===== config.mk =====
export PLATFORM = sky130hd
export DESIGN_NAME = cdb_subsys
export DESIGN_NICKNAME = d
export VERILOG_FILES = /design/src/rtl/cdb_pkg.sv /design/src/rtl/cdb.sv /design/src/rtl/cdb_arbiter.sv /design/src/rtl/cdb_subsys.sv /design/src/rtl/eu_result_fifo.sv
export SDC_FILE = /design/constraint.sdc
export NUM_CORES = 1
export LEC_CHECK = 0
export BUFFER_PORTS_ARGS = -buffer_cell sky130_fd_sc_hd__clkbuf_2
export CORE_MARGIN = 2
export CORE_UTILIZATION = 44
export DETAILED_ROUTE_END_ITERATION = 8
export MAX_ROUTING_LAYER = met4
export PLACE_DENSITY = 0.74
export SLEW_MARGIN = 20
export SYNTH_ARGS = -nofsm -noshare
export SYNTH_HDL_FRONTEND = slang
export SYNTH_HIERARCHICAL = 1
export SYNTH_SLANG_ARGS = --single-unit

===== constraint.sdc =====
create_clock -name clk_i -period 2.7 [get_ports clk_i]
set_clock_uncertainty 0.15 [all_clocks]
set_input_delay 0.405 -clock clk_i [delete_from_list [all_inputs] [get_ports clk_i]]
set_output_delay 0.405 -clock clk_i [all_outputs]
set_load 0.01 [all_outputs]

===== src/rtl/cdb_pkg.sv =====
// CDB package with the shared widths, result types and bus item format
`default_nettype none

package cdb_pkg;

  // -------------------------------------------------------------------------
  // Datapath widths
  // -------------------------------------------------------------------------

  // Width of one result value
  localparam int unsigned XLEN = 32;

  // Reorder-buffer index width, 16 ROB entries
  localparam int unsigned ROB_IDX_W = 4;

  // -------------------------------------------------------------------------
  // Execution unit count
  // -------------------------------------------------------------------------

  // All units on the bus, unit 0 is the max-priority one
  localparam int unsigned MAX_EU_N = 4;

  // Units that share the round-robin slots
  localparam int unsigned LOW_EU_N = MAX_EU_N - 1;

  // Enough bits to number every low-priority unit
  localparam int unsigned EU_IDX_W = 2;

  // -------------------------------------------------------------------------
  // Result buffer geometry
  // -------------------------------------------------------------------------

  // Entries held in front of each unit
  localparam int unsigned FIFO_DEPTH = 2;

  // Occupancy counter, must reach FIFO_DEPTH itself
  localparam int unsigned FIFO_CNT_W = 2;

  // Read and write pointer width, never below one bit
  localparam int unsigned FIFO_PTR_W = (FIFO_DEPTH > 1) ? $clog2(FIFO_DEPTH) : 1;

  // -------------------------------------------------------------------------
  // Types
  // -------------------------------------------------------------------------

  // Result value
  typedef logic [XLEN-1:0] value_t;

  // Destination tag in the ROB
  typedef logic [ROB_IDX_W-1:0] rob_idx_t;

  // Low-priority unit number, 0 stands for unit 1
  typedef logic [EU_IDX_W-1:0] eu_idx_t;

  // Buffer occupancy and buffer slot
  typedef logic [FIFO_CNT_W-1:0] fifo_cnt_t;
  typedef logic [FIFO_PTR_W-1:0] fifo_ptr_t;

  // Item broadcast on the bus, 37 bits wide
  typedef struct packed {
    rob_idx_t rob_idx;
    value_t   value;
    logic     except;
  } cdb_data_t;

endpackage

`default_nettype wire


===== src/rtl/cdb.sv =====
// Common data bus, arbitration plus the output data multiplexer
`timescale 1ns/1ps
`default_nettype none

module cdb (
  input  logic                                               clk_i,
  input  logic                                               rst_n_i,
  input  logic                                               flush_i,

  // Max-priority unit
  input  logic                                               max_prio_valid_i,
  output logic                                               max_prio_ready_o,
  input  cdb_pkg::cdb_data_t                                 max_prio_data_i,

  // Low-priority units
  input  logic               [cdb_pkg::LOW_EU_N-1:0]         rs_valid_i,
  output logic               [cdb_pkg::LOW_EU_N-1:0]         rs_ready_o,
  input  cdb_pkg::cdb_data_t [cdb_pkg::LOW_EU_N-1:0]         rs_data_i,

  // ROB side and broadcast
  input  logic                                               rob_ready_i,
  output logic                                               valid_o,
  output cdb_pkg::cdb_data_t                                 data_o
);

  // Output of the low-priority mux
  cdb_pkg::cdb_data_t  low_prio_data;

  // Served unit from the arbiter
  logic                served_max_prio;
  cdb_pkg::eu_idx_t    served;

  // -------------------------------------------------------------------------
  // Arbitration
  // -------------------------------------------------------------------------

  cdb_arbiter i_cdb_arbiter (
    .clk_i             (clk_i),
    .rst_n_i           (rst_n_i),
    .flush_i           (flush_i),
    .max_prio_valid_i  (max_prio_valid_i),
    .max_prio_ready_o  (max_prio_ready_o),
    .valid_i           (rs_valid_i),
    .ready_o           (rs_ready_o),
    .rob_ready_i       (rob_ready_i),
    .rob_valid_o       (valid_o),
    .served_max_prio_o (served_max_prio),
    .served_o          (served)
  );

  // -------------------------------------------------------------------------
  // Output mux
  // -------------------------------------------------------------------------

  // Pick the round-robin winner first
  assign low_prio_data = rs_data_i[served];

  // Max-priority head overrides it
  assign data_o = served_max_prio ? max_prio_data_i : low_prio_data;

endmodule

`default_nettype wire


===== src/rtl/cdb_arbiter.sv =====
// CDB arbiter, fixed priority for unit 0 and round-robin among the others
`timescale 1ns/1ps
`default_nettype none

module cdb_arbiter (
  input  logic                          clk_i,
  input  logic                          rst_n_i,
  input  logic                          flush_i,

  // Max-priority unit handshake
  input  logic                          max_prio_valid_i,
  output logic                          max_prio_ready_o,

  // Low-priority unit handshakes, bit 0 is unit 1
  input  logic [cdb_pkg::LOW_EU_N-1:0]  valid_i,
  output logic [cdb_pkg::LOW_EU_N-1:0]  ready_o,

  // ROB handshake
  input  logic                          rob_ready_i,
  output logic                          rob_valid_o,

  // Served unit, steers the data mux
  output logic                          served_max_prio_o,
  output cdb_pkg::eu_idx_t              served_o
);

  // Round-robin pointer, first unit looked at in the search
  cdb_pkg::eu_idx_t  rr_ptr;

  // Search result
  cdb_pkg::eu_idx_t  low_sel;
  logic              low_found;

  // A low-priority head wins the bus and the ROB takes it
  logic              low_xfer;

  // -------------------------------------------------------------------------
  // Helper
  // -------------------------------------------------------------------------

  // Next low-priority unit, wrapping after the last one
  function automatic cdb_pkg::eu_idx_t next_idx(input cdb_pkg::eu_idx_t idx);
    if (idx == cdb_pkg::eu_idx_t'(cdb_pkg::LOW_EU_N - 1)) begin
      return '0;
    end
    return idx + cdb_pkg::eu_idx_t'(1);
  endfunction

  // -------------------------------------------------------------------------
  // Wrapping priority search
  // -------------------------------------------------------------------------

  // Walk from the pointer upward, keep the first valid unit
  always_comb begin
    cdb_pkg::eu_idx_t cand;
    cand      = rr_ptr;
    low_sel   = rr_ptr;
    low_found = 1'b0;
    for (int unsigned i = 0; i < cdb_pkg::LOW_EU_N; i++) begin
      if (!low_found && valid_i[cand]) begin
        low_sel   = cand;
        low_found = 1'b1;
      end
      cand = next_idx(cand);
    end
  end

  // -------------------------------------------------------------------------
  // Grant and handshake outputs
  // -------------------------------------------------------------------------

  // Unit 0 always preempts the rotation
  assign served_max_prio_o = max_prio_valid_i;
  assign served_o          = low_sel;

  // Something is on the bus whenever any head is valid
  assign rob_valid_o = max_prio_valid_i | low_found;

  // Readies only for the served unit, and only when the ROB accepts
  assign max_prio_ready_o = max_prio_valid_i & rob_ready_i;
  assign low_xfer         = ~max_prio_valid_i & low_found & rob_ready_i;

  // One-hot ready towards the low-priority buffers
  always_comb begin
    ready_o = '0;
    if (low_xfer) begin
      ready_o[low_sel] = 1'b1;
    end
  end

  // -------------------------------------------------------------------------
  // Pointer update
  // -------------------------------------------------------------------------

  // Moves past the served unit on low-priority transfers only
  always_ff @(posedge clk_i) begin
    if (!rst_n_i || flush_i) begin
      rr_ptr <= '0;  // back to unit 1
    end else if (low_xfer) begin
      rr_ptr <= next_idx(low_sel);
    end
  end

endmodule

`default_nettype wire


===== src/rtl/cdb_subsys.sv =====
// Write-back subsystem, one result buffer per execution unit feeding the CDB
`timescale 1ns/1ps
`default_nettype none

module cdb_subsys (
  input  logic                                       clk_i,
  input  logic                                       rst_n_i,
  input  logic                                       flush_i,

  // Execution unit results, index 0 is the max-priority unit
  input  logic               [cdb_pkg::MAX_EU_N-1:0] eu_valid_i,
  output logic               [cdb_pkg::MAX_EU_N-1:0] eu_ready_o,
  input  cdb_pkg::cdb_data_t [cdb_pkg::MAX_EU_N-1:0] eu_data_i,

  // ROB handshake and bus broadcast
  input  logic                                       rob_ready_i,
  output logic                                       valid_o,
  output cdb_pkg::cdb_data_t                         data_o
);

  // -------------------------------------------------------------------------
  // Buffer heads
  // -------------------------------------------------------------------------

  // Head valid per unit
  logic               [cdb_pkg::MAX_EU_N-1:0] head_valid;

  // Pop strobe per unit, driven by the bus
  logic               [cdb_pkg::MAX_EU_N-1:0] head_ready;

  // Head item per unit
  cdb_pkg::cdb_data_t [cdb_pkg::MAX_EU_N-1:0] head_data;

  // -------------------------------------------------------------------------
  // Result buffers
  // -------------------------------------------------------------------------

  // Same buffer in front of every unit, max-priority one included
  for (genvar k = 0; k < cdb_pkg::MAX_EU_N; k++) begin : gen_eu_fifo
    eu_result_fifo i_eu_result_fifo (
      .clk_i        (clk_i),
      .rst_n_i      (rst_n_i),
      .flush_i      (flush_i),
      .push_valid_i (eu_valid_i[k]),
      .push_data_i  (eu_data_i[k]),
      .push_ready_o (eu_ready_o[k]),
      .pop_valid_o  (head_valid[k]),
      .pop_data_o   (head_data[k]),
      .pop_ready_i  (head_ready[k])
    );
  end

  // -------------------------------------------------------------------------
  // Common data bus
  // -------------------------------------------------------------------------

  // Unit 0 goes to the max-priority port
  // Units 1 and up map onto the round-robin vector from bit 0
  cdb i_cdb (
    .clk_i            (clk_i),
    .rst_n_i          (rst_n_i),
    .flush_i          (flush_i),
    .max_prio_valid_i (head_valid[0]),
    .max_prio_ready_o (head_ready[0]),
    .max_prio_data_i  (head_data[0]),
    .rs_valid_i       (head_valid[cdb_pkg::MAX_EU_N-1:1]),
    .rs_ready_o       (head_ready[cdb_pkg::MAX_EU_N-1:1]),
    .rs_data_i        (head_data[cdb_pkg::MAX_EU_N-1:1]),
    .rob_ready_i      (rob_ready_i),
    .valid_o          (valid_o),
    .data_o           (data_o)
  );

endmodule

`default_nettype wire


===== src/rtl/eu_result_fifo.sv =====
// Result buffer that decouples one execution unit from the common data bus
`timescale 1ns/1ps
`default_nettype none

module eu_result_fifo (
  input  logic                clk_i,
  input  logic                rst_n_i,
  input  logic                flush_i,

  // Write side, from the execution unit
  input  logic                push_valid_i,
  input  cdb_pkg::cdb_data_t  push_data_i,
  output logic                push_ready_o,

  // Read side, towards the bus
  output logic                pop_valid_o,
  output cdb_pkg::cdb_data_t  pop_data_o,
  input  logic                pop_ready_i
);

  // Storage, payload only
  cdb_pkg::cdb_data_t  mem [cdb_pkg::FIFO_DEPTH];

  // Control state
  cdb_pkg::fifo_ptr_t  wr_ptr;
  cdb_pkg::fifo_ptr_t  rd_ptr;
  cdb_pkg::fifo_cnt_t  count;

  // Handshake qualifiers
  logic                full;
  logic                empty;
  logic                push_en;
  logic                pop_en;

  // -------------------------------------------------------------------------
  // Status and handshake
  // -------------------------------------------------------------------------

  assign full  = (count == cdb_pkg::fifo_cnt_t'(cdb_pkg::FIFO_DEPTH));
  assign empty = (count == '0);

  // Accept new results whenever a slot is free
  assign push_ready_o = ~full;
  assign push_en      = push_valid_i & ~full;

  // Head leaves when the bus grants it
  assign pop_valid_o = ~empty;
  assign pop_en      = pop_ready_i & ~empty;

  // Head of the buffer goes straight to the bus mux
  assign pop_data_o = mem[rd_ptr];

  // -------------------------------------------------------------------------
  // Storage write
  // -------------------------------------------------------------------------

  always_ff @(posedge clk_i) begin
    if (push_en) begin
      mem[wr_ptr] <= push_data_i;
    end
  end

  // -------------------------------------------------------------------------
  // Pointers and occupancy
  // -------------------------------------------------------------------------

  always_ff @(posedge clk_i) begin
    if (!rst_n_i || flush_i) begin
      // Flush drops everything, including a push in the same cycle
      wr_ptr <= '0;
      rd_ptr <= '0;
      count  <= '0;
    end else begin
      // Wrap explicitly so a depth that is not a power of two still works
      if (push_en) begin
        if (wr_ptr == cdb_pkg::fifo_ptr_t'(cdb_pkg::FIFO_DEPTH - 1)) begin
          wr_ptr <= '0;
        end else begin
          wr_ptr <= wr_ptr + cdb_pkg::fifo_ptr_t'(1);
        end
      end
      if (pop_en) begin
        if (rd_ptr == cdb_pkg::fifo_ptr_t'(cdb_pkg::FIFO_DEPTH - 1)) begin
          rd_ptr <= '0;
        end else begin
          rd_ptr <= rd_ptr + cdb_pkg::fifo_ptr_t'(1);
        end
      end
      // Push and pop together leave the count alone
      case ({push_en, pop_en})
        2'b10:   count <= count + cdb_pkg::fifo_cnt_t'(1);
        2'b01:   count <= count - cdb_pkg::fifo_cnt_t'(1);
        default: count <= count;
      endcase
    end
  end

endmodule

`default_nettype wire


==> qor.yml <==
clock_tree:
  clkSlewWorstSetupHoldPaths_ns: 0.05
  cts-root-buf: "clkbuf_16"
  worstSkewPairLatency_ns: 0.51
  htree_levels: 2
  cts_buffers: 36
  cts_tree: "yes"
  clockBufferDepth: 3
  clock-sinks: 318
setup_path:
  crit_type: "flip-flop to output pin"
  reg2reg_slack_ns: -0.19
  crit_family: "compound AO/OA/AOI/OAI gates"
  reg2reg_from: "gen_eu_fifo[1].i_eu_result_fifo/count[1]$_SDFFE_PP0P_"
  r2r_cells: 9
  endpoint_kind: "output pin"
  required_ns: 2.14
  critPathLaunchType: "flip-flop"
  crit_chain: "or2_4 > o2bb2ai_4 > a32o_2 > buf_12 > mux2_1 > a221o_1 > clkbuf_2"
  slowest_delay_ns: 0.33
  slowest_stage: "dfxtp_2"
  cp.buffers_inverters: 2
  r2r_end: "gen_eu_fifo[3].i_eu_result_fifo/count[1]$_SDFFE_PP0P_"
  worstPathArrival_ns: 2.64
  path_max_fanout: 7
floorplan:
  die_area_um2: 31320
  initial_core_util: 0.4453
  fp.dieH_um: 177.0
  floorplan.io_pins: 198
  fp.coreArea_um2: 29560
  die_w_um: 177.0
  fp-row-count: 63
logic_synthesis:
  synth_enable_flop_cells: 296
  ys.flop_type: "edfxtp_1"
  yosysTopAreaCell: "edfxtp_1"
  ys_seq_elements: 318
  synthCells: 723
  synth_cell_types: 43
  yosys-top-cells-area: "edfxtp_1, mux2_2, dfxtp_1"
  synth.avg_cell_area_um2: 18.21
  yosysWarnings: 6
  seq_area_frac_synth: 0.7087
  synth_nets: 883
  synth_top_area_share: 0.6752
  async_flop_share: 0
  synth_top_cells_by_count: "edfxtp_1, mux2_2, a221o_1, nor4bb_1, buf_2"
  synth_most_common_cell: "edfxtp_1"
  synth_area_um2: 13160
hold_path:
  hold_path_class: "input pin to flip-flop"
  holdPathEnd: "gen_eu_fifo[2].i_eu_result_fifo/wr_ptr$_SDFFE_PP0P_"
  hold_depth: 3
  min_from: "eu_valid_i[2]"
global_route:
  grt_pass1_vias: 9129
  track_usage: 0.2361
  antenna_found_initial: 4
  grt_first_pass_wirelength_mm: 52.78
  grt_start_max_net_pins: 49
  grt-ovfl-total: 0
cells_and_area:
  fin_util: 0.6196
  n_fill_cell: 2111
  synthToLayoutAreaGrowth_pct: 39.14
  nNetsFinal: 1292
  stdcell_area_um2: 18320
  drive_above_1_share: 0.4762
sta:
  setup_ws_ns: -0.4973
  fin_crit_sh: 1.184
  setup_viol: 40
  finalHoldViolCount: 0
  drv_slew: 0
  rsz0062_at_grt: "true"
  fmax_ghz: 0.3128
  worst_pin_slew_ns: 0.6354
  whs_ns: 0.08186
  fin_crit_ns: 3.197
  slew_headroom: 0.5758
drt:
  drt-initial-drc-count: 685
  viasPerCell: 5.434
  drc: 0
  num_vias: 8434
  wl_per_cell_um: 23.85
  wl_mm: 37.02
  ant_nets: 0
  dr.pass1.iters: 4
run_status:
  status: "finished with violations"
  violations: "setup timing"
place:
  post-place-ws_ns: -0.3243
  placed_area_um2: 14860
  port-buffer-count: 197
  gp_congestion: 0.8028
  place_hpwl_mm: 21.07
pwr:
  cellPowerDensity_nw_per_um2: 651.0
  power_mw: 11.92
  leakagePower_nw: 6.723
  ir_worst_vdd_uv: 541.4
run:
  drv_cap: 0
==> placed cells by master, fill, tap and decap left out, types with 3 or more instances in the layout <==
master,Yosys,layout
edfxtp_1,296,296
clkbuf_2,0,180
mux2_2,152,151
dlygate4sd3_1,0,148
clkbuf_16,0,41
buf_4,3,38
a221o_1,37,37
mux2_4,23,31
nor4bb_4,0,17
buf_12,2,16
nor4bb_1,37,16
buf_2,24,16
dfxtp_1,22,15
clkbuf_1,9,13
nor2_1,12,12
nand2b_1,9,9
xnor2_1,8,8
a21oi_1,8,7
dfxtp_2,0,7
diode_2,0,5
inv_2,1,5
clkinv_1,0,4
o21a_1,4,4
or2_4,0,4
and3_2,0,4
nand2_1,4,4
nand3b_1,4,4
xor2_1,4,4
a21bo_2,4,4
o21ai_0,5,4
nor4bb_2,0,4
buf_6,2,4
bufinv_16,0,3
buf_16,0,3
or3_1,4,3
mux2_1,10,3
inv_1,8,3
==> metal layers <==
metal | wire, um | global-route usage
met1 | 15010 | 0.2835
met2 | 18440 | 0.3922
met3 | 2512 | 0.05069
met4 | 1065 | 0.08884
met5 | 0 | -
==> tightest hold or removal path, delay by kind of cell <==
| family | cells | cell delay [ns] |
|---|---|---|
| compound gates | 2 | 0.17 |
| buf+inv | 1 | 0.11 |
==> power breakdown <==
part           leakage, nW  switching, mW  internal, mW
Sequential            2.96         0.0492          5.62
Clock                0.548           1.85          2.84
Combinational         3.22          0.747         0.821
Total                 6.72           2.64          9.28
==> area by class of cell <==
type                       count  area, um2  share of cell area
multi-input combinational    358       4016              0.2193
antenna                        5      12.51           0.0006831
tap                          390      488.0             0.02664
clock buffer                  51      988.4             0.05397
timing repair buffer         409       3296              0.1799
clock inverter                12      141.4            0.007719
inverter                       9      36.28            0.001981
sequential                   318       9338              0.5098
==> metrics by stage <==
stage | setup TNS (ns) | cells
finish | -16.56 | 1552
global route | -18.48 | 1551
CTS | -16.25 | 1537
detailed placement | -7.651 | 1309
global placement | -3.600 | 1309
floorplan | 0 | 723
==> cell families (layout without fill, tap and decap cells) <==
kind of cell | after synthesis | in the layout | share of synthesized area
muxes | 185 | 185 | 0.1648
xor gates and xnor gates | 12 | 12 | 0.007984
adders and majority gates | 4 | 4 | 0.003802
and+or+nand+nor | 88 | 89 | 0.04952
buffers and inverters | 49 | 481 | 0.02072
other | 0 | 5 | 0
DFF | 318 | 318 | 0.7087
AOI/OAI and AO/OA | 67 | 68 | 0.04448
==> timing repair <==
action | in CTS | in global routing
hold buffers | 148 | 0
setup endpoints to repair | 39 | 41
cloned | 5 | 5
resized for setup | 58 | 51
buffers inserted | 12 | 8
pin swaps | 12 | 31
hold endpoints to repair | 296 | 0
==> flip-flops by register name (all words and copies together) (netlist names), named ones only <==
| register | cells |
|---|---|
| gen_eu_fifo.i_eu_result_fifo/count | 8 |
| i_cdb/i_cdb_arbiter/rr_ptr | 2 |
| gen_eu_fifo.i_eu_result_fifo/wr_ptr | 4 |
| gen_eu_fifo.i_eu_result_fifo/rd_ptr | 4 |
| gen_eu_fifo.i_eu_result_fifo/mem | 296 |
==> how the worst max path moves through the flow <==
stage	start	end	slack, ns	depth (start not counted)
finish	gen_eu_fifo[1].i_eu_result_fifo/count[1]$_SDFFE_PP0P_	data_o[8]	-0.50	7
CTS	gen_eu_fifo[3].i_eu_result_fifo/count[0]$_SDFFE_PP0P_	data_o[31]	-0.50	8
detailed placement	gen_eu_fifo[1].i_eu_result_fifo/count[1]$_SDFFE_PP0P_	data_o[34]	-0.32	10
floorplan	gen_eu_fifo[2].i_eu_result_fifo/count[0]$_SDFFE_PP0P_	data_o[13]	0.14	7
global route	i_cdb/i_cdb_arbiter/rr_ptr[1]$_SDFFE_PP0P_	data_o[34]	-0.53	9
global placement	gen_eu_fifo[1].i_eu_result_fifo/count[1]$_SDFFE_PP0P_	data_o[34]	-0.29	10
(Power assumes the default switching activity.)
